File: src/hdl/cap_rf_pkg.sv
/*
 * capability register file shared definitions
 * sizes, capability metadata layout and the folded data parity rule
 */
package cap_rf_pkg;

  // register file geometry, register 0 is hard-wired
  localparam int NumRegs   = 32;
  localparam int AddrWidth = 5;

  // stored data word, parity sits in the top bits
  localparam int DataWidth = 39;
  localparam int ParWidth  = 7;
  localparam int WordWidth = DataWidth - ParWidth;

  // capability metadata
  localparam int CapWidth = 38;

  // revocation bitmap index, 64 entries
  localparam int RvkIdxWidth = 6;

  // one metadata word, seen as a flat vector or as decoded fields
  typedef union packed {
    logic [CapWidth-1:0] raw;
    struct packed {
      logic       valid;
      logic [5:0] perms;
      logic [2:0] otype;
      logic [4:0] exp;
      logic [8:0] top;
      logic [8:0] base;
      logic [4:0] reserved;
    } fields;
  } cap_meta_u;

  localparam cap_meta_u NullCap = '0;

  // bit k is the xor of every data bit j with j mod 7 == k
  function automatic logic [ParWidth-1:0] rf_par7(input logic [WordWidth-1:0] data);
    logic [ParWidth-1:0] par;
    par = '0;
    for (int j = 0; j < WordWidth; j++) begin
      par[j % ParWidth] = par[j % ParWidth] ^ data[j];
    end
    return par;
  endfunction

  // zero data word with the parity of zero
  localparam logic [DataWidth-1:0] ZeroWord = {rf_par7('0), {WordWidth{1'b0}}};

endpackage

File: src/hdl/rf_fault_monitor.sv
/*
 * register file fault monitor: write parity, parity and tag readback,
 * shadow ready vector and revoked tag checks, merged into a sticky alert
 */
`timescale 1ns/1ps

module rf_fault_monitor (
  input  logic                              clk_i,
  input  logic                              rst_ni,
  input  logic                              we_i,
  input  logic [cap_rf_pkg::AddrWidth-1:0]  waddr_i,
  input  logic [cap_rf_pkg::DataWidth-1:0]  wdata_i,
  input  cap_rf_pkg::cap_meta_u             wcap_i,
  input  logic                              trsv_en_i,
  input  logic [cap_rf_pkg::AddrWidth-1:0]  trsv_addr_i,
  input  logic                              trvk_en_i,
  input  logic [cap_rf_pkg::AddrWidth-1:0]  trvk_addr_i,
  input  logic                              trvk_clrtag_i,
  input  logic [cap_rf_pkg::NumRegs-1:0]    rdy_vec_i,
  input  logic [cap_rf_pkg::NumRegs-1:0]    cap_valid_i,
  input  logic [cap_rf_pkg::ParWidth-1:0]   rdbk_par_i,
  output logic [cap_rf_pkg::AddrWidth-1:0]  rdbk_addr_o,
  output logic                              alert_o
);

  // registered write request
  logic                              we_q;
  logic [cap_rf_pkg::AddrWidth-1:0]  waddr_q;
  logic [cap_rf_pkg::WordWidth-1:0]  wdata_q;
  logic [cap_rf_pkg::ParWidth-1:0]   wpar_q;
  logic                              wvalid_q;

  // registered strobes
  logic                              trsv_en_q;
  logic [cap_rf_pkg::AddrWidth-1:0]  trsv_addr_q;
  logic                              trvk_en_q;
  logic                              trvk_clrtag_q;
  logic [cap_rf_pkg::AddrWidth-1:0]  trvk_addr_q;

  logic [cap_rf_pkg::NumRegs-1:0]    rdy_vec_q;
  logic [cap_rf_pkg::NumRegs-1:1]    shdw_rdy_q;
  logic                              rvk_same;
  logic                              par_err;
  logic                              rdbk_err;
  logic                              shdw_err;
  logic                              rvk_err;
  logic                              alert_q;

  always_ff @(posedge clk_i or negedge rst_ni) begin
    if (!rst_ni) begin
      we_q          <= 1'b0;
      trsv_en_q     <= 1'b0;
      trvk_en_q     <= 1'b0;
      trvk_clrtag_q <= 1'b0;
      rdy_vec_q     <= '1;
    end else begin
      we_q          <= we_i;
      trsv_en_q     <= trsv_en_i;
      trvk_en_q     <= trvk_en_i;
      trvk_clrtag_q <= trvk_clrtag_i;
      rdy_vec_q     <= rdy_vec_i;
    end
  end

  always_ff @(posedge clk_i) begin
    waddr_q     <= waddr_i;
    wdata_q     <= wdata_i[cap_rf_pkg::WordWidth-1:0];
    wpar_q      <= wdata_i[cap_rf_pkg::DataWidth-1:cap_rf_pkg::WordWidth];
    wvalid_q    <= wcap_i.fields.valid;
    trsv_addr_q <= trsv_addr_i;
    trvk_addr_q <= trvk_addr_i;
  end

  // shadow ready vector, one cycle behind the real one
  for (genvar i = 1; i < cap_rf_pkg::NumRegs; i++) begin : g_shdw
    always_ff @(posedge clk_i or negedge rst_ni) begin
      if (!rst_ni) begin
        shdw_rdy_q[i] <= 1'b1;
      end else if (trsv_en_q && (trsv_addr_q == cap_rf_pkg::AddrWidth'(i))) begin
        shdw_rdy_q[i] <= 1'b0;
      end else if (trvk_en_q && (trvk_addr_q == cap_rf_pkg::AddrWidth'(i))) begin
        shdw_rdy_q[i] <= 1'b1;
      end
    end
  end

  assign rdbk_addr_o = waddr_q;
  assign rvk_same    = trvk_en_q & trvk_clrtag_q & (trvk_addr_q == waddr_q);

  assign par_err  = we_q & (wpar_q != cap_rf_pkg::rf_par7(wdata_q));
  // stored parity and tag of the last write must match what was sent
  assign rdbk_err = we_q & (waddr_q != '0) &
                    ((rdbk_par_i != wpar_q) |
                     (cap_valid_i[waddr_q] != (wvalid_q & ~rvk_same)));
  assign shdw_err = ({shdw_rdy_q, 1'b1} != rdy_vec_q);
  assign rvk_err  = trvk_en_q & trvk_clrtag_q & cap_valid_i[trvk_addr_q];

  always_ff @(posedge clk_i or negedge rst_ni) begin
    if (!rst_ni) begin
      alert_q <= 1'b0;
    end else if (par_err || rdbk_err || shdw_err || rvk_err) begin
      alert_q <= 1'b1;
    end
  end

  assign alert_o = alert_q;

endmodule

File: config.mk
export PLATFORM = sky130hd
export DESIGN_NAME = rf_fault_monitor
export DESIGN_NICKNAME = d
export VERILOG_FILES = /design/src/hdl/cap_rf_pkg.sv /design/src/hdl/rf_fault_monitor.sv
export SDC_FILE = /design/constraint.sdc
export NUM_CORES = 1
export LEC_CHECK = 0
export ABC_CLOCK_PERIOD_IN_PS = 2600
export BUFFER_PORTS_ARGS = -buffer_cell sky130_fd_sc_hd__buf_4
export CAP_MARGIN = 20
export CELL_PAD_IN_SITES_DETAIL_PLACEMENT = 1
export CELL_PAD_IN_SITES_GLOBAL_PLACEMENT = 2
export CORE_UTILIZATION = 28
export DETAILED_ROUTE_END_ITERATION = 7
export PLACE_DENSITY = 0.77
export SYNTH_ARGS = -nofsm -noshare
export SYNTH_HDL_FRONTEND = slang
export SYNTH_SLANG_ARGS = --single-unit
File: constraint.sdc
create_clock -name clk_i -period 2.6 [get_ports clk_i]
set_clock_uncertainty 0.2 [all_clocks]
set_input_delay 0.26 -clock clk_i [delete_from_list [all_inputs] [get_ports clk_i]]
set_output_delay 0.26 -clock clk_i [all_outputs]
set_load 0.02 [all_outputs]
==> results.md <==
- Clk slew on worst S/H paths: 0.07 ns
- Post-Syn Nets: around 560
- Die width: roughly 130 um
- Netlist cell types: 40
- Largest net degree at the start of global routing: 69
- Clk sinks: 123
- Crit Path Class: flop to flop
- Io pins: 175
- Post-CTS Setup Inserts: 0
- CTS tree: yes
- Final Max Slew Viols: 0
- Commonest non-fill, non-tap cells in the layout: 143 x buf_4, 92 x dlygate4sd3_1, 63 x dfstp_2, 57 x xnor2_1, 55 x dfxtp_1
- WL/cell: ~18 um
- Min-delay src: wdata_i[30]
- Post-route minimum period: 2.242 ns
- Critical-path maximum fanout: 6
- Most common cell after layout, fill and taps aside: buf_4
- Final TNS setup: 0 ns
- Ant diodes: 0
- # setup viols final: 0
- Gp weighted congestion: 0.8069
- PD cells: approximately 710 nW/um^2
- Fin. Hold Viols: 0
- Number of global-route vias before repair: 4697
- Ys async rst share: 55.28%
- Post-route cell area: 7655 sq um
- First-pass GRT wire length: 25050 um
- Initial Utilization: 29.00%
- Port bufs: 137
- Worst Max-Slew Pin Slew: around 0.84 ns
- First DRT Iteration DRCs: 132
- Max_cap viols: 0
- Vias per Instance: approximately 4.6
- RSZ-0062 raised after global routing: no
- Reg2reg path depth: 5
- DP Worst Slack: between 0.3 and 0.4 ns
- Detailed-route via count: 3950
- Antenna Violating Nets Remaining: 0
- Placed Area: 6166 sq um
- Critical Path Source Type: flop
- Final wirelength: 15550 um
- Fin crit share: 86.24%
- Status: finished, final reports clean
- Clock buffer depth: 2
- Critical path arrival: 2.30 ns
- Core Area: 16820 sq um
- Fillers: 1821
- # nets final: ~800
- Worst Hold Depth: 2
- Detailed Place HPWL: 9969 um
- Grt ovf: 0
- Drc violations: 0
- Critical path startpoint: trvk_addr_q[0]
- Worst r2r src: trvk_addr_q[0]
- Syn-to-layout area delta: 56.95%
- CTS Hold Bufs: 92
- Required @ worst endpoint: between 2 and 3 ns
- Max Fclk: 446.0 MHz
- Layout cells sized above 1: 39.35%
- EDFF count, synth: 0
- Rel. slew slack: 44.24%
- Post_cts resized: 0
- Gr usage total: 18.66%
- Worst min-delay path category: input pin to flop
- Fin worst setup slack: 0.3578 ns
- H-tree depth: 4
- Initial antenna violation count: 0
- Leakage power: ~3.1 nW
- Std-Cell Rows: 47
- Main flop type after synthesis: dfstp_2
- Max IR drop VDD: 0.5521 mV
- Worst skew pair latency: 0.42 ns
- Syn avg cell area: 12.60 sq um
- Post-synthesis cell area: 4877 sq um
- Register area share after synthesis: between 50% and 60%
- #FFs+latches synth: 123
- CTS Root Cell: clkbuf_16
- Syn Inst Count: slightly below 400
- DRT Pass-1 Iters: 4
- Die area: 17950 sq um
- Die Ht: approximately 130 um
- Worst setup EP type: flop
- Num CTS Buffers: 17
- Yosys warnings: 0
-- flip-flops by register name, indices dropped and copies added, names as in the netlist, 5 cells and up --
signal       cells
rdy_vec_q       32
wdata_q         32
shdw_rdy_q      31
wpar_q           7
rdbk_addr_o      5
trsv_addr_q      5
trvk_addr_q      5
-- final timing paths --
check | slack, ns | endpoint
min in group asynchronous | 0.33 | trvk_en_q
setup reg to reg | 0.36 | alert_o
max in group asynchronous | 1.35 | trsv_en_q
hold reg to reg | 0.33 | shdw_rdy_q[16]
hold / removal | 0.28 | wdata_q[30]
setup / recovery | 0.36 | alert_o
-- kinds of logic after synthesis --
logic type      Yosys count  synth area share, %
flops                   123                59.08
compound gates           84                10.60
xor+xnor                 75                13.47
simple gates             68                8.030
mux                      25                7.183
buf+inv                  12                1.642
-- layer usage --
metal	vias to the layer above	GRT usage, %	share of wire, %
li1	1862	-	-
met1	1950	21.70	42
met2	117	32.61	52
met3	21	5.971	4.7
met4	0	5.492	1.4
met5	-	0	0
-- where the power goes --
group | total [W] | switching [W] | internal, W
clock | 0.00225 | 0.000923 | 0.00133
sequential | 0.00236 | 0.000166 | 0.00220
combinational | 0.000815 | 0.000331 | 0.000484
-- final cells by class --
| type | count | area [sq um] | share of cell area, % |
|---|---|---|---|
| Sequential cell | 123 | 2882 | 37.64 |
| Timing Repair Buffer | 236 | 2014 | 26.32 |
| Multi-Input combinational cell | 252 | 1916 | 25.02 |
| Clock buffer | 17 | 425.4 | 5.557 |
| Tap cell | 220 | 275.3 | 3.596 |
| Clock inverter | 15 | 142.6 | 1.863 |
-- per-stage QoR --
step                util [%]  hold slack [ns]  instances  power, W
global placement       36.66           0.1654        739  0.003058
finish                 45.51           0.2802        863  0.005428
CTS                    45.51           0.2630        863  0.005463
detailed placement     36.66           0.1654        739  0.003082
global route           45.51           0.2692        863  0.005687
floorplan                  -          -0.2356        387  0.002756
-- synth_stat cells (2+ instances only) --
master / n / area [sq um]
xnor2_1: 57 / 499.2
a21oi_1: 52 / 260.3
dfrtp_1: 5 / 125.1
dfstp_2: 63 / 1655
and3_1: 2 / 12.51
xor2_1: 18 / 157.7
nand2b_1: 3 / 18.77
a22oi_1: 9 / 67.56
dfxtp_1: 55 / 1101
nor4_1: 5 / 31.28
mux2i_1: 17 / 170.2
nand2_1: 10 / 37.54
nor3_1: 6 / 30.03
buf_2: 3 / 15.01
a31oi_1: 12 / 75.07
nor2b_1: 14 / 87.58
mux4_2: 8 / 180.2
or2b_1: 2 / 15.01
buf_6: 2 / 22.52
and2b_1: 2 / 15.01
nand4_1: 9 / 56.30
nor2_1: 10 / 37.54
clkbuf_1: 6 / 22.52
-- critical path: stages (launching register included) --
cell	delay (ns)
dfxtp_1	0.57
buf_4	0.21
mux4_2	0.50
a22oi_1	0.33
a211o_1	0.19
o2111ai_2	0.09
(Power assumes the default switching activity.)
