--- src/hdl/cap_rf_pkg.sv ---
/*
 * capability register file shared definitions
 * sizes, capability metadata layout and the folded data parity rule
 */
package cap_rf_pkg;

  // register file geometry, register 0 is hard-wired
  localparam int NumRegs   = 32;
  localparam int AddrWidth = 5;

  // stored data word, parity sits in the top bits
  localparam int DataWidth = 39;
  localparam int ParWidth  = 7;
  localparam int WordWidth = DataWidth - ParWidth;

  // capability metadata
  localparam int CapWidth = 38;

  // revocation bitmap index, 64 entries
  localparam int RvkIdxWidth = 6;

  // one metadata word, seen as a flat vector or as decoded fields
  typedef union packed {
    logic [CapWidth-1:0] raw;
    struct packed {
      logic       valid;
      logic [5:0] perms;
      logic [2:0] otype;
      logic [4:0] exp;
      logic [8:0] top;
      logic [8:0] base;
      logic [4:0] reserved;
    } fields;
  } cap_meta_u;

  localparam cap_meta_u NullCap = '0;

  // bit k is the xor of every data bit j with j mod 7 == k
  function automatic logic [ParWidth-1:0] rf_par7(input logic [WordWidth-1:0] data);
    logic [ParWidth-1:0] par;
    par = '0;
    for (int j = 0; j < WordWidth; j++) begin
      par[j % ParWidth] = par[j % ParWidth] ^ data[j];
    end
    return par;
  endfunction

  // zero data word with the parity of zero
  localparam logic [DataWidth-1:0] ZeroWord = {rf_par7('0), {WordWidth{1'b0}}};

endpackage

--- src/hdl/cap_regfile.sv ---
/*
 * capability register file with data, parity and metadata flops,
 * a load ready vector and revocation bypass onto the read ports
 */
`timescale 1ns/1ps

module cap_regfile (
  input  logic                                 clk_i,
  input  logic                                 rst_ni,
  // read ports
  input  logic [cap_rf_pkg::AddrWidth-1:0]     raddr_a_i,
  input  logic [cap_rf_pkg::AddrWidth-1:0]     raddr_b_i,
  output logic [cap_rf_pkg::DataWidth-1:0]     rdata_a_o,
  output logic [cap_rf_pkg::DataWidth-1:0]     rdata_b_o,
  output cap_rf_pkg::cap_meta_u                rcap_a_o,
  output cap_rf_pkg::cap_meta_u                rcap_b_o,
  // parity readback for the fault monitor
  input  logic [cap_rf_pkg::AddrWidth-1:0]     rdbk_addr_i,
  output logic [cap_rf_pkg::ParWidth-1:0]      rdbk_par_o,
  // write port
  input  logic                                 we_i,
  input  logic [cap_rf_pkg::AddrWidth-1:0]     waddr_i,
  input  logic [cap_rf_pkg::DataWidth-1:0]     wdata_i,
  input  cap_rf_pkg::cap_meta_u                wcap_i,
  // tag reservation and revocation
  input  logic                                 trsv_en_i,
  input  logic [cap_rf_pkg::AddrWidth-1:0]     trsv_addr_i,
  input  logic                                 trvk_en_i,
  input  logic [cap_rf_pkg::AddrWidth-1:0]     trvk_addr_i,
  input  logic                                 trvk_clrtag_i,
  // state views
  output logic [cap_rf_pkg::NumRegs-1:0]       rdy_vec_o,
  output logic [cap_rf_pkg::NumRegs-1:0]       cap_valid_o,
  output logic [cap_rf_pkg::NumRegs-1:0]       reg_rdy_o
);

  logic [cap_rf_pkg::DataWidth-1:0] rf_data   [cap_rf_pkg::NumRegs];
  logic [cap_rf_pkg::DataWidth-1:0] rf_data_q [1:cap_rf_pkg::NumRegs-1];
  cap_rf_pkg::cap_meta_u            rf_cap    [cap_rf_pkg::NumRegs];
  cap_rf_pkg::cap_meta_u            rf_cap_q  [1:cap_rf_pkg::NumRegs-1];

  logic [cap_rf_pkg::NumRegs-1:1]   we_dec;
  logic [cap_rf_pkg::NumRegs-1:1]   trsv_dec;
  logic [cap_rf_pkg::NumRegs-1:1]   trvk_dec;
  logic [cap_rf_pkg::NumRegs-1:1]   rdy_q;

  cap_rf_pkg::cap_meta_u            rcap_a;
  cap_rf_pkg::cap_meta_u            rcap_b;
  logic                             rvk_hit_a;
  logic                             rvk_hit_b;

  function automatic cap_rf_pkg::cap_meta_u clear_valid(input cap_rf_pkg::cap_meta_u cap);
    cap_rf_pkg::cap_meta_u res;
    res              = cap;
    res.fields.valid = 1'b0;
    return res;
  endfunction

  // one-hot strobes per register, enables folded in
  always_comb begin
    for (int i = 1; i < cap_rf_pkg::NumRegs; i++) begin
      we_dec[i]   = we_i      && (waddr_i     == cap_rf_pkg::AddrWidth'(i));
      trsv_dec[i] = trsv_en_i && (trsv_addr_i == cap_rf_pkg::AddrWidth'(i));
      trvk_dec[i] = trvk_en_i && (trvk_addr_i == cap_rf_pkg::AddrWidth'(i));
    end
  end

  for (genvar i = 1; i < cap_rf_pkg::NumRegs; i++) begin : g_regs
    logic trvk_clr;

    assign trvk_clr = trvk_dec[i] & trvk_clrtag_i;

    always_ff @(posedge clk_i or negedge rst_ni) begin
      if (!rst_ni) begin
        rf_data_q[i] <= cap_rf_pkg::ZeroWord;
      end else if (we_dec[i]) begin
        rf_data_q[i] <= wdata_i;
      end
    end

    // a clearing revocation also strips the tag of a write landing this cycle
    always_ff @(posedge clk_i or negedge rst_ni) begin
      if (!rst_ni) begin
        rf_cap_q[i] <= cap_rf_pkg::NullCap;
      end else if (trvk_clr && we_dec[i]) begin
        rf_cap_q[i] <= clear_valid(wcap_i);
      end else if (trvk_clr) begin
        rf_cap_q[i] <= clear_valid(rf_cap_q[i]);
      end else if (we_dec[i]) begin
        rf_cap_q[i] <= wcap_i;
      end
    end

    // reservation beats revocation
    always_ff @(posedge clk_i or negedge rst_ni) begin
      if (!rst_ni) begin
        rdy_q[i] <= 1'b1;
      end else if (trsv_dec[i]) begin
        rdy_q[i] <= 1'b0;
      end else if (trvk_dec[i]) begin
        rdy_q[i] <= 1'b1;
      end
    end

    assign rf_data[i]     = rf_data_q[i];
    assign rf_cap[i]      = rf_cap_q[i];
    assign cap_valid_o[i] = rf_cap_q[i].fields.valid;
  end

  // register 0
  assign rf_data[0]     = cap_rf_pkg::ZeroWord;
  assign rf_cap[0]      = cap_rf_pkg::NullCap;
  assign cap_valid_o[0] = 1'b0;

  assign rdata_a_o  = rf_data[raddr_a_i];
  assign rdata_b_o  = rf_data[raddr_b_i];
  assign rdbk_par_o = rf_data[rdbk_addr_i][cap_rf_pkg::DataWidth-1:cap_rf_pkg::WordWidth];

  assign rdy_vec_o = {rdy_q, 1'b1};

  // in-flight revocation shown on the read side already
  assign reg_rdy_o = rdy_vec_o | {trvk_dec, 1'b0};

  assign rcap_a    = rf_cap[raddr_a_i];
  assign rcap_b    = rf_cap[raddr_b_i];
  assign rvk_hit_a = trvk_en_i & trvk_clrtag_i & (trvk_addr_i == raddr_a_i);
  assign rvk_hit_b = trvk_en_i & trvk_clrtag_i & (trvk_addr_i == raddr_b_i);
  assign rcap_a_o  = rvk_hit_a ? clear_valid(rcap_a) : rcap_a;
  assign rcap_b_o  = rvk_hit_b ? clear_valid(rcap_b) : rcap_b;

endmodule

--- config.mk ---
export PLATFORM = sky130hd
export DESIGN_NAME = cap_regfile
export DESIGN_NICKNAME = d
export VERILOG_FILES = /design/src/hdl/cap_rf_pkg.sv /design/src/hdl/cap_regfile.sv
export SDC_FILE = /design/constraint.sdc
export NUM_CORES = 2
export LEC_CHECK = 0
export BUFFER_PORTS_ARGS = -buffer_cell sky130_fd_sc_hd__buf_2
export CORE_ASPECT_RATIO = 0.7
export CORE_UTILIZATION = 60
export DETAILED_ROUTE_END_ITERATION = 8
export PLACE_DENSITY = 0.81
export SLEW_MARGIN = 0
export SYNTH_ARGS = -nofsm -noshare
export SYNTH_HDL_FRONTEND = slang
export SYNTH_SLANG_ARGS = --single-unit
export TNS_END_PERCENT = 5
--- constraint.sdc ---
create_clock -name clk_i -period 3 [get_ports clk_i]
set_clock_uncertainty 0.1 [all_clocks]
set_input_delay 0.3 -clock clk_i [delete_from_list [all_inputs] [get_ports clk_i]]
set_output_delay 0.3 -clock clk_i [all_outputs]
set_load 0.01 [all_outputs]
==> results.txt <==
Number of remaining DRC errors -> 0
Layout Cell Area excl Fill -> 149000 sq um
Relative slew slack -> 0.209
Root Driver -> clkbuf_16
Placed Cells incl. Taps -> 11800
Worst Hold End -> rf_cap[625]
Hold Startpoint -> waddr_i[3]
Power Total -> 97.3 mW
CP arrival -> 2.76 ns
Area after DPL -> 139000 sq um
Die width -> 561 microns
Clock-pin slew on the worst setup and hold paths -> 0.07 ns
Setup TNS -> -1.36 ns
Worst R2R Setup Slack -> 1.43 ns
Total core area -> 217000 sq um
Overall global routing resource usage -> 0.396
Top Family by Delay on Critical Path -> compound AO/OA/AOI/OAI gates
Fillers -> 14100
Port bufs -> 366
Commonest cells after routing, fill and taps aside -> dfrtp_1 (2387), mux2_2 (2295), mux4_2 (960), mux2i_1 (527), buf_2 (351)
Worst VDD drop -> 0.561 mV
Drt first pass iters -> 6
IO Count -> 370
Remaining antenna violation count -> 0
DR iter-0 viols -> 12800
Flip-flop and latch area -> 60500 sq um
Reg-to-reg critical path endpoint -> rdy_vec_o[12]
Share of cells above drive strength 1 -> 0.520
Synthesized instance count -> 9031
Die Area -> 221000 sq um
First-pass GRT wire length -> 648000 microns
Leak -> 65.4 nW
Setup ws final -> -0.157 ns
CTS buffer count -> 235
Clock Path Buffers -> 4
DR WL/cell -> 35.6 microns
Post-synthesis cell type count -> 58
Fin cells -> 12300
Minimum clock period -> 3.16 ns
Insertion delay to the later sink of the worst-skew pair -> 0.91 ns
Worst Path Max Fanout -> 3
WHS -> 0.0430 ns
Vias -> 93400
R2r startpoint -> rdy_vec_o[12]
Seq cells post-synth -> 2418
Vias in the first global route -> 96400
Nets -> 9350
Setup Viol. Count Final -> 39
Synthesized cell area -> 131000 sq um
Commonest non-fill, non-tap cell in the layout -> dfrtp_1
Clock sinks -> 2418
Yosys top cell area share -> 0.455
Row cnt -> 143
Largest net degree at the start of global routing -> 136
Worst path max stage delay -> 0.80 ns
RSZ-0062 raised after global routing -> yes
CP Buf/Inv Count -> 1
Routed wl met2 -> 194000 microns
Detail Placement HPWL -> 264000 microns
YS warnings -> 0
CTS tree -> yes
GR Overflow Total -> 0
R2R depth -> 3
Post-Route WL -> 439000 microns
HP Class -> primary input to register
Hold Path Stages -> 4
Critical path class -> register to output pin
Vias per cell -> 7.57
Main synth FF type -> dfrtp_1
Crit-path cells -> mux4_2, and2_1, a211oi_1, o31ai_1, buf_2
Status -> complete, but fails checks
Worst Tran Pin Value -> 1.19 ns
Ranking of synthesized cells by area -> dfrtp_1 (45%), mux2_2 (20%), mux4_2 (16%)
Met3 WL -> 57500 microns
H-tree levels -> 4
Initial antenna violation count -> 24
Mean Syn Cell Area -> 14.5 sq um
Max_cap viols -> 0
Area of the multi-input gates -> 67200 sq um
CP max stage cell -> o31ai_1
Hold Fails Final Rpt -> 0
Initial cell density of the core -> 0.604
Fmax achieved -> 317 MHz
Die Y -> 394 microns
Worst Setup Start Kind -> register
Slew Limit Fails -> 0
Critical Path End Type -> output pin
Pwr dens -> 652 nW/um^2
P&R area growth vs syn -> 13.6%
Post-synthesis sequential area ratio -> 0.461
Number of flops mapped to enable cells by yosys -> 0
Failing checks -> negative setup slack
Gpl congestion -> 0.919
Area leader, netlist -> dfrtp_1
Asr flop ratio synth -> 1.00
Met1 Routed Length -> 160000 microns
Highest routed layer -> met5
Required @ worst endpoint -> 2.60 ns
Final Cycle Share -> 1.05
-- power by group --
part	leakage (nW)	internal, mW	switching [mW]
Clock	3.79	17.1	13.4
Combinational	30.8	12.8	9.67
Sequential	30.8	39.1	5.30
Total	65.4	69.0	28.3
-- repair_timing --
item                                    in CTS  in global routing
cloned                                       0                  0
hold endpoints to repair                  4484                  0
pin swaps                                   57                 63
endpoints found under the setup margin     113                119
hold buffers                               107                  0
gates resized for setup                    169                111
buffers inserted                             5                  2
-- state kept, by name (all words and copies together), names as in the netlist --
| signal | cells |
|---|---|
| rdy_vec_o | 31 |
| rf_cap | 1147 |
| cap_valid_o | 31 |
| rf_data | 1209 |
-- worst max-delay path by stage --
| stage | from | to | slack, ns | cells past startpoint |
|---|---|---|---|---|
| after global placement | raddr_b_i[2] | rcap_b_o[4] | 0.03 | 8 |
| after global routing | cap_valid_o[12] | rcap_a_o[37] | -0.11 | 5 |
| after detailed placement | raddr_b_i[0] | rcap_b_o[33] | 0.04 | 9 |
| after floorplan | raddr_a_i[0] | rcap_a_o[10] | 0.72 | 7 |
| after CTS | rf_cap[7] | rcap_b_o[7] | -0.12 | 6 |
| final | rf_cap[764] | rcap_b_o[4] | -0.16 | 5 |
-- layout make-up --
type | instances | area share
clock inverter | 75 | 0.00548
inverter | 10 | 0.000554
sequential | 2418 | 0.406
clock buffer | 340 | 0.0462
tap | 2900 | 0.0243
timing repair buffer | 1036 | 0.0671
antenna | 22 | 0.000369
multi-input combinational | 5536 | 0.450
-- synthesized netlist by cell type, types with 3 or more instances --
| cell type | count |
|---|---|
| dfrtp_1 | 2387 |
| mux2_2 | 2297 |
| mux4_2 | 960 |
| clkbuf_1 | 552 |
| mux2i_1 | 528 |
| buf_2 | 341 |
| a22o_1 | 324 |
| a21oi_1 | 183 |
| and2_1 | 172 |
| a211oi_1 | 159 |
| o31ai_1 | 159 |
| o221ai_1 | 154 |
| o2bb2ai_1 | 152 |
| o21ai_1 | 92 |
| buf_4 | 81 |
| buf_1 | 74 |
| o21ai_0 | 67 |
| mux2_4 | 58 |
| a21o_1 | 31 |
| dfstp_2 | 31 |
| nor2_1 | 29 |
| a21boi_0 | 27 |
| buf_6 | 20 |
| nand2_1 | 19 |
| nor2b_1 | 19 |
| nand2b_1 | 13 |
| nor3_1 | 11 |
| o22ai_1 | 11 |
| mux2_1 | 9 |
| and3_1 | 8 |
| xnor2_1 | 8 |
| inv_2 | 6 |
| inv_1 | 4 |
| nand3_1 | 4 |
| nor3_2 | 4 |
| o311ai_0 | 4 |
| nand4_1 | 3 |
| or3_1 | 3 |
-- worst register-to-register path, stage by stage (launching register included) --
cell and delay [ns]:
dfstp_2 0.54, a21o_1 0.10, dlygate4sd3_1 0.54, a21boi_0 0.21
-- metal layers --
layer / global-route usage / up-vias
li1: - / 35600
met1: 0.528 / 48900
met2: 0.576 / 7186
met3: 0.130 / 1775
met4: 0.218 / 8
met5: 0 / -
-- metrics by stage --
stage	util	setup slack, ns
after global placement	0.641	0.0256
after CTS	0.684	-0.117
after detailed placement	0.641	0.0400
after global routing	0.686	-0.113
after floorplan	-	0.717
final	0.686	-0.157
-- kinds of logic after synthesis --
group                     Yosys count  synth area share
buffers and inverters            1078            0.0375
xor gates and xnor gates           10          0.000667
other                               2         0.0000572
AOI/OAI and AO/OA                1367            0.0776
muxes                            3852             0.409
DFF                              2418             0.461
and+or+nand+nor                   304            0.0143
(Power assumes the default switching activity.)
