**config.mk**
```make
export PLATFORM = sky130hd
export DESIGN_NAME = revoke_ctrl
export DESIGN_NICKNAME = d
export VERILOG_FILES = /design/src/hdl/cap_rf_pkg.sv /design/src/hdl/revoke_ctrl.sv
export SDC_FILE = /design/constraint.sdc
export NUM_CORES = 1
export LEC_CHECK = 0
export BUFFER_PORTS_ARGS = -buffer_cell sky130_fd_sc_hd__buf_2
export CORE_ASPECT_RATIO = 1.4
export CORE_MARGIN = 2
export CORE_UTILIZATION = 55
export DETAILED_ROUTE_END_ITERATION = 7
export PLACE_DENSITY = 0.76
export SLEW_MARGIN = 20
export SYNTH_ARGS = -nofsm -noshare
export SYNTH_HDL_FRONTEND = slang
export SYNTH_SLANG_ARGS = --single-unit
```
**constraint.sdc**
```tcl
create_clock -name clk_i -period 2 [get_ports clk_i]
set_clock_uncertainty 0.2 [all_clocks]
set_input_delay 0.1 -clock clk_i [delete_from_list [all_inputs] [get_ports clk_i]]
set_output_delay 0.1 -clock clk_i [all_outputs]
set_load 0.1 [all_outputs]
```
**src/hdl/cap_rf_pkg.sv**
```systemverilog
/*
 * capability register file shared definitions
 * sizes, capability metadata layout and the folded data parity rule
 */
package cap_rf_pkg;

  // register file geometry, register 0 is hard-wired
  localparam int NumRegs   = 32;
  localparam int AddrWidth = 5;

  // stored data word, parity sits in the top bits
  localparam int DataWidth = 39;
  localparam int ParWidth  = 7;
  localparam int WordWidth = DataWidth - ParWidth;

  // capability metadata
  localparam int CapWidth = 38;

  // revocation bitmap index, 64 entries
  localparam int RvkIdxWidth = 6;

  // one metadata word, seen as a flat vector or as decoded fields
  typedef union packed {
    logic [CapWidth-1:0] raw;
    struct packed {
      logic       valid;
      logic [5:0] perms;
      logic [2:0] otype;
      logic [4:0] exp;
      logic [8:0] top;
      logic [8:0] base;
      logic [4:0] reserved;
    } fields;
  } cap_meta_u;

  localparam cap_meta_u NullCap = '0;

  // bit k is the xor of every data bit j with j mod 7 == k
  function automatic logic [ParWidth-1:0] rf_par7(input logic [WordWidth-1:0] data);
    logic [ParWidth-1:0] par;
    par = '0;
    for (int j = 0; j < WordWidth; j++) begin
      par[j % ParWidth] = par[j % ParWidth] ^ data[j];
    end
    return par;
  endfunction

  // zero data word with the parity of zero
  localparam logic [DataWidth-1:0] ZeroWord = {rf_par7('0), {WordWidth{1'b0}}};

endpackage

```
**src/hdl/revoke_ctrl.sv**
```systemverilog
/*
 * revocation controller: bitmap of revoked regions and the strobes
 * that reserve and release capability load destinations
 */
`timescale 1ns/1ps

module revoke_ctrl (
  input  logic                                clk_i,
  input  logic                                rst_ni,
  // capability load tracking
  input  logic                                ld_issue_i,
  input  logic [cap_rf_pkg::AddrWidth-1:0]    ld_rd_i,
  input  logic                                ld_wb_i,
  // register file write port, observed
  input  logic                                we_i,
  input  logic [cap_rf_pkg::AddrWidth-1:0]    waddr_i,
  input  cap_rf_pkg::cap_meta_u               wcap_i,
  // bitmap programming
  input  logic                                rvk_we_i,
  input  logic [cap_rf_pkg::RvkIdxWidth-1:0]  rvk_idx_i,
  input  logic                                rvk_bit_i,
  // strobes to the register file
  output logic                                trsv_en_o,
  output logic [cap_rf_pkg::AddrWidth-1:0]    trsv_addr_o,
  output logic                                trvk_en_o,
  output logic [cap_rf_pkg::AddrWidth-1:0]    trvk_addr_o,
  output logic                                trvk_clrtag_o
);

  logic [2**cap_rf_pkg::RvkIdxWidth-1:0] bitmap_q;
  logic [cap_rf_pkg::RvkIdxWidth-1:0]    lkup_idx;
  logic                                  lkup_bit;
  logic                                  wb_hit;

  logic                                  trvk_en_q;
  logic                                  trvk_clrtag_q;
  logic [cap_rf_pkg::AddrWidth-1:0]      trvk_addr_q;

  // reservation goes straight through, r0 never waits
  assign trsv_en_o   = ld_issue_i & (ld_rd_i != '0);
  assign trsv_addr_o = ld_rd_i;

  // capability writeback, index taken from the low base bits
  assign wb_hit   = we_i & ld_wb_i & (waddr_i != '0);
  assign lkup_idx = wcap_i.fields.base[cap_rf_pkg::RvkIdxWidth-1:0];
  assign lkup_bit = bitmap_q[lkup_idx];

  // new bitmap value only visible to lookups after the edge
  always_ff @(posedge clk_i or negedge rst_ni) begin
    if (!rst_ni) begin
      bitmap_q <= '0;
    end else if (rvk_we_i) begin
      bitmap_q[rvk_idx_i] <= rvk_bit_i;
    end
  end

  // one revoke per writeback, issued the following cycle
  always_ff @(posedge clk_i or negedge rst_ni) begin
    if (!rst_ni) begin
      trvk_en_q     <= 1'b0;
      trvk_clrtag_q <= 1'b0;
    end else begin
      trvk_en_q     <= wb_hit;
      trvk_clrtag_q <= wb_hit & lkup_bit;
    end
  end

  always_ff @(posedge clk_i) begin
    if (wb_hit) begin
      trvk_addr_q <= waddr_i;
    end
  end

  assign trvk_en_o     = trvk_en_q;
  assign trvk_addr_o   = trvk_addr_q;
  assign trvk_clrtag_o = trvk_clrtag_q;

endmodule

```
==> results of run 1 <==
[cell type report]
type	count	share of cell area (%)
Timing Repair Buffer	65	10.3
Multi-Input combinational cell	205	41.0
Clock buffer	14	3.83
Inverter	2	0.177
Clock inverter	1	0.118
Tap cell	74	2.18
Sequential cell	71	42.4
[sequential cells by signal (all words and copies together) (netlist names)]
| name | count |
|---|---|
| trvk_clrtag_o | 1 |
| trvk_addr_o | 5 |
| trvk_en_o | 1 |
| bitmap_q | 64 |
[worst max-delay path by stage]
stage | startpoint | to | slack (ns) | depth (start not counted)
2_1_floorplan | bitmap_q[13] | trvk_clrtag_o | 0.34 | 4
3_3_place_gp | wcap_i[5] | trvk_clrtag_o | 0.03 | 5
3_5_place_dp | wcap_i[5] | trvk_clrtag_o | 0.03 | 6
4_1_cts | rvk_idx_i[2] | bitmap_q[38] | 0.05 | 6
5_1_grt | waddr_i[0] | trvk_clrtag_o | 0.04 | 6
6_report | waddr_i[0] | trvk_clrtag_o | 0.07 | 6
[power by group through the flow]
| stage | Sequential, W | Combinational [W] | Clock (W) |
|---|---|---|---|
| after detailed placement | 0.00174 | 0.000619 | 0 |
| final | 0.00171 | 0.000638 | 0.00102 |
| after global routing | 0.00173 | 0.000686 | 0.00109 |
| after floorplan | 0.00178 | 0.000416 | 0 |
| after CTS | 0.00171 | 0.000638 | 0.00103 |
| after global placement | 0.00173 | 0.000607 | 0 |
[synth_stat cells, types with 4 or more instances]
cell	instances	area share, %
clkbuf_1	9	0.91
mux2i_1	4	1.1
buf_4	5	1.0
nand2_1	37	3.7
mux4_1	6	4.2
nor2_1	40	4.0
nand3_1	6	0.81
mux4_2	10	6.1
nor3_1	4	0.54
mux2_2	64	19
dfrtp_1	66	44
edfxtp_1	5	4.0
[cells by family (layout without fill, tap and decap cells)]
logic type / after synthesis / in the layout / synth area share (%)
AOI/OAI and AO/OA: 9 / 9 / 2.02
muxes: 84 / 84 / 30.7
buffers and inverters: 27 / 82 / 4.94
DFF: 71 / 71 / 48.4
and+or+nand+nor: 112 / 112 / 13.9
[layer usage]
| metal | wire length [µm] | track usage [%] |
|---|---|---|
| met5 | 0 | 0 |
| met4 | 134 | 10.6 |
| met3 | 451 | 4.08 |
| met2 | 4240 | 41.9 |
| met1 | 3340 | 27.2 |
[critical path, delay by kind of cell]
| family | cells | cell delay (ns) |
|---|---|---|
| and+or+nand+nor | 2 | 0.70 |
| buffers and inverters | 2 | 0.67 |
| AOI/OAI and AO/OA | 2 | 0.49 |
[through the flow]
| stage | cell area [µm²] | power (W) | hold slack, ns | setup slack [ns] | util (%) |
|---|---|---|---|---|---|
| 2_1_floorplan | 3720 | 0.00219 | -0.396 | 0.336 | - |
| 3_3_place_gp | 3970 | 0.00233 | -0.0600 | 0.0277 | 60.4 |
| 3_5_place_dp | 3970 | 0.00236 | -0.0564 | 0.0303 | 60.4 |
| 4_1_cts | 4240 | 0.00338 | 0.00429 | 0.0545 | 64.6 |
| 5_1_grt | 4250 | 0.00351 | 0.0242 | 0.0432 | 64.7 |
| 6_report | 4250 | 0.00337 | 0.0141 | 0.0692 | 64.7 |
[repair_timing]
| action | CTS | global route |
|---|---|---|
| endpoints found under the setup margin | 0 | 1 |
| hold buffers | 11 | 0 |
| hold endpoints to repair | 74 | 0 |
| resized for setup | 0 | 1 |
==> results.ini, run 1 <==
[outcome]
status=completed

[clock_tree]
clk_pin_slew_worst_paths_ns=0.07
root_buffer=clkbuf_8
cts_tree=done
h-tree-depth=3
cts_buffer_depth=2
post_cts_buffers=0
insertion_delay_ns=0.34
cts-buffers-inserted=9
clock_sinks=71

[setup_path]
cp-end-kind=flop
critical_path.cell_chain=dlygate4sd3_1 > buf_2 > or4_1 > o211a_1 > nor3b_1 > a32o_1
worstReg2RegStart=bitmap_q[13]
reg2reg_depth=4
startpoint_type=primary input
required_ns=2.03
slowest_delay_ns=0.57
arrival_ns=1.96
cp_max_fo=2
path_class=in2reg
rrSetupSlack_ns=0.19
crit_slowest_cell=or4_1
worstReg2RegEnd=trvk_clrtag_o

[hold_path]
hold_class=in2reg
holdCritStartpoint=wcap_i[9]
hold_depth=3
worstHoldEndpoint=trvk_clrtag_o

[route]
drc=0
antenna_left=0
drt_pass1_iterations=5
wl_per_cell_um=18.9
wl_um=8160
dr.first_iter.drc_count=176
vias_per_cell=5.96
vias=2573

[place]
portBuffers=41
dpl.cell_count=406
place.gp.congestion=0.783
dp_hpwl_um=5230

[floorplan]
core-area_um2=6570
io_pins=74
start_util_pct=56.7
die_area_um2=7450
fp.dieW_um=73.5
rows=35
die_y_um=101

[synthesis]
syn_area_per_cell_um2=12.3
yosysWarnings=0
syn_inst=303
async_flop_share_pct=93.0
syn-cell-area_um2=3720
synth_flop_cell=dfrtp_1
ys_seq_area_share_pct=48.4
yosysUniqueCellTypes=42
synth-seq-cells=71
synth_fp_nets=364
synth_edf_count=5

[global_route]
first_global_vias=2756
grt_overflow=0
grt_use_total_pct=23.5
antenna_found_initial=0
grt_max_degree=67
grt_pass1_wl_um=13000

[finish]
multi_input_comb_area_um2=1740
stdcell_count=432
drive_gt1_share_pct=40.5
fillers=504
ff_latch_area_um2=1800
diodes=0
layout_commonest_cell=dfrtp_1
layout.nets=415
final_cell_mix=dfrtp_1 (66), mux2_2 (64), buf_2 (41), nor2_1 (40), nand2_1 (37)
syn_to_final_growth_pct=14.2

[timing]
tightestPinTransition_ns=0.966
period_needed_ns=1.93
rsz0062_at_grt=false
period_share_pct=96.5
fmax_mhz=518
relSlewSlack_pct=35.6
finalSetupViolCount=0
slew_violations=0
final_hold_viol_count=0
setup-tns-final_ns=0

[power]
p_switching_w=0.000930
seqPwrFrac_pct=50.8
power_density_nw_per_um2=793
swShare_pct=27.6
p_leak_nw=1.94
p_int_w=0.00244
irDropWorstVdd_mv=0.416
p_clk_share_pct=30.3
pwr-share-comb_pct=18.9

[run]
cap_violations=0

(Power assumes the default switching activity.)
==> run 2, diff against run 1 <==
- clock period: 2 -> 1.8 ns (I/O delays scaled with it)
==> results.ini, run 2 (synthesized netlist as in run 1, its figures left out) <==
[finish]
final_cell_mix=dfrtp_1 (66), mux2_2 (64), buf_2 (41), nor2_1 (40), nand2_1 (37)
multi_input_comb_area_um2=1740  ; about the same
syn_to_final_growth_pct=18.5
layout_commonest_cell=dfrtp_1
diodes=0  ; unchanged
fillers=473  ; -6.2%
regMostFlops=bitmap_q
largest_reg_flops=64  ; unchanged
stdcell_count=444  ; +2.8%
drive_gt1_share_pct=43.8  ; +3.3 points
layout.nets=426  ; +2.7%
ff_latch_area_um2=1800  ; unchanged
postLayoutCellArea_um2=4410  ; +3.8%

[floorplan]
die_y_um=101  ; unchanged
start_util_pct=56.7  ; unchanged
core-area_um2=6570  ; unchanged
fp.dieW_um=73.5  ; unchanged
io_pins=74  ; unchanged
die_area_um2=7450  ; unchanged
rows=35  ; unchanged

[power]
p_leak_nw=2.00  ; +3.4%
irDropWorstVdd_mv=0.452  ; +8.5%
power_density_nw_per_um2=888  ; +12%
total_power_w=0.00392  ; +16%

[setup_path]
crit_family=multiplexers
reg2reg_depth=4  ; unchanged
path_class=reg2reg
crit_slowest_cell=mux4_2
rrSetupSlack_ns=0.05  ; -0.14 ns
slowest_delay_ns=0.48  ; -0.09 ns
cp-end-kind=flop
worstReg2RegStart=bitmap_q[51]
worstReg2RegEnd=trvk_clrtag_o
startpoint_type=flop
cp_max_fo=2  ; unchanged
required_ns=1.84  ; -0.19 ns
arrival_ns=1.79  ; -0.17 ns
critPathBufInv=0  ; -2
critical_path.cell_chain=mux4_2 > mux2i_2 > a221oi_1 > a32o_1

[timing]
tightestPinTransition_ns=0.946  ; -0.0198 ns
period_needed_ns=1.75
relSlewSlack_pct=36.9  ; +1.3 points
fmax_mhz=571
final_hold_viol_count=0  ; unchanged
finalSetupViolCount=0  ; unchanged
slew_violations=0  ; unchanged
whs_ns=0.0108  ; -0.00331 ns
period_share_pct=97.2
rsz0062_at_grt=false

[place]
portBuffers=41  ; unchanged
place.gp.congestion=0.831  ; +6.0%
dpl.cell_count=415  ; +2.2%
dp_hpwl_um=5510  ; +5.3%
place_area_um2=4070  ; +2.6%

[clock_tree]
h-tree-depth=3  ; unchanged
clock_sinks=71  ; unchanged
cts-buffers-inserted=9  ; unchanged
cts_tree=done
post_cts_buffers=0  ; unchanged
root_buffer=clkbuf_8
clk_pin_slew_worst_paths_ns=0.07  ; about the same
cts_buffer_depth=2  ; unchanged
insertion_delay_ns=0.35  ; about the same

[route]
vias=2577  ; +0.16%
drt_pass1_iterations=4  ; -1
wl_per_cell_um=18.3  ; -3.2%
dr.first_iter.drc_count=142  ; -19%
wl_um=8120  ; -0.51%
vias_per_cell=5.80  ; -2.6%
antenna_left=0  ; unchanged
drc=0  ; unchanged

[global_route]
antenna_found_initial=0  ; unchanged
grt_overflow=0  ; unchanged
first_global_vias=2701  ; -2.0%
grt_use_total_pct=24.1  ; +0.52 points
grt_pass1_wl_um=13400  ; +2.8%
grt_max_degree=65  ; -3.0%

[hold_path]
hold_class=in2reg
worstHoldEndpoint=bitmap_q[55]
hold_depth=3  ; unchanged
holdCritStartpoint=rvk_idx_i[0]

[run]
cap_violations=0  ; unchanged

[outcome]
status=completed

## run 2: changes by cell type in the layout (fill, tap and decap cells not counted), sizes merged
cell and change:
buf +9, clkinv +1, dlygate4sd3 +2
## run 2: worst max path at each step
stage	from	to	slack (ns)	depth (start not counted)
finish	bitmap_q[51]	trvk_clrtag_o	0.05	4
CTS	bitmap_q[49]	trvk_clrtag_o	0.02	4
floorplan	bitmap_q[13]	trvk_clrtag_o	0.14	4
global placement	wcap_i[5]	trvk_clrtag_o	-0.01	7
detailed placement	wcap_i[5]	trvk_clrtag_o	-0.04	6
global route	bitmap_q[21]	trvk_clrtag_o	0.003	4
## run 2: final cells by class
class / instances / share of cell area [%]
Sequential cell: 71 / 40.8
Multi-Input combinational cell: 205 / 39.5
Timing Repair Buffer: 76 / 12.8
Clock buffer: 14 / 4.40
Tap cell: 74 / 2.10
Clock inverter: 2 / 0.227
Inverter: 2 / 0.170
## run 2: timing repair
action                                 in CTS  in global routing
endpoints found under the hold margin      74                  0
setup endpoints to repair                   1                  1
gates resized for setup                     2                  4
hold buffers                               13                  0
## run 2: routing by layer
layer	track usage [%]	wire (µm)
met1	30.0	3440
met3	4.28	313
met4	7.97	97
met5	0	0
met2	41.8	4280
## run 2: worst register-to-register path, cell delays in order (launching register included)
cell and delay, ns:
dfrtp_1 0.41, mux4_2 0.48, mux2i_2 0.21, a221oi_1 0.12, a32o_1 0.22
## run 2: power breakdown
group	switching, W	internal, W	total [W]
Combinational	0.000386	0.000358	0.000743
Clock	0.000573	0.000694	0.00127
Sequential	0.0000965	0.00181	0.00191
## run 2: stage by stage
step	utilization (%)	TNS [ns]	setup slack, ns
2_1_floorplan	-	0	0.136
3_3_place_gp	62.0	-0.0125	-0.0125
3_5_place_dp	62.0	-0.0377	-0.0377
4_1_cts	67.1	0	0.0223
5_1_grt	67.2	0	0.00321
6_report	67.2	0	0.0502
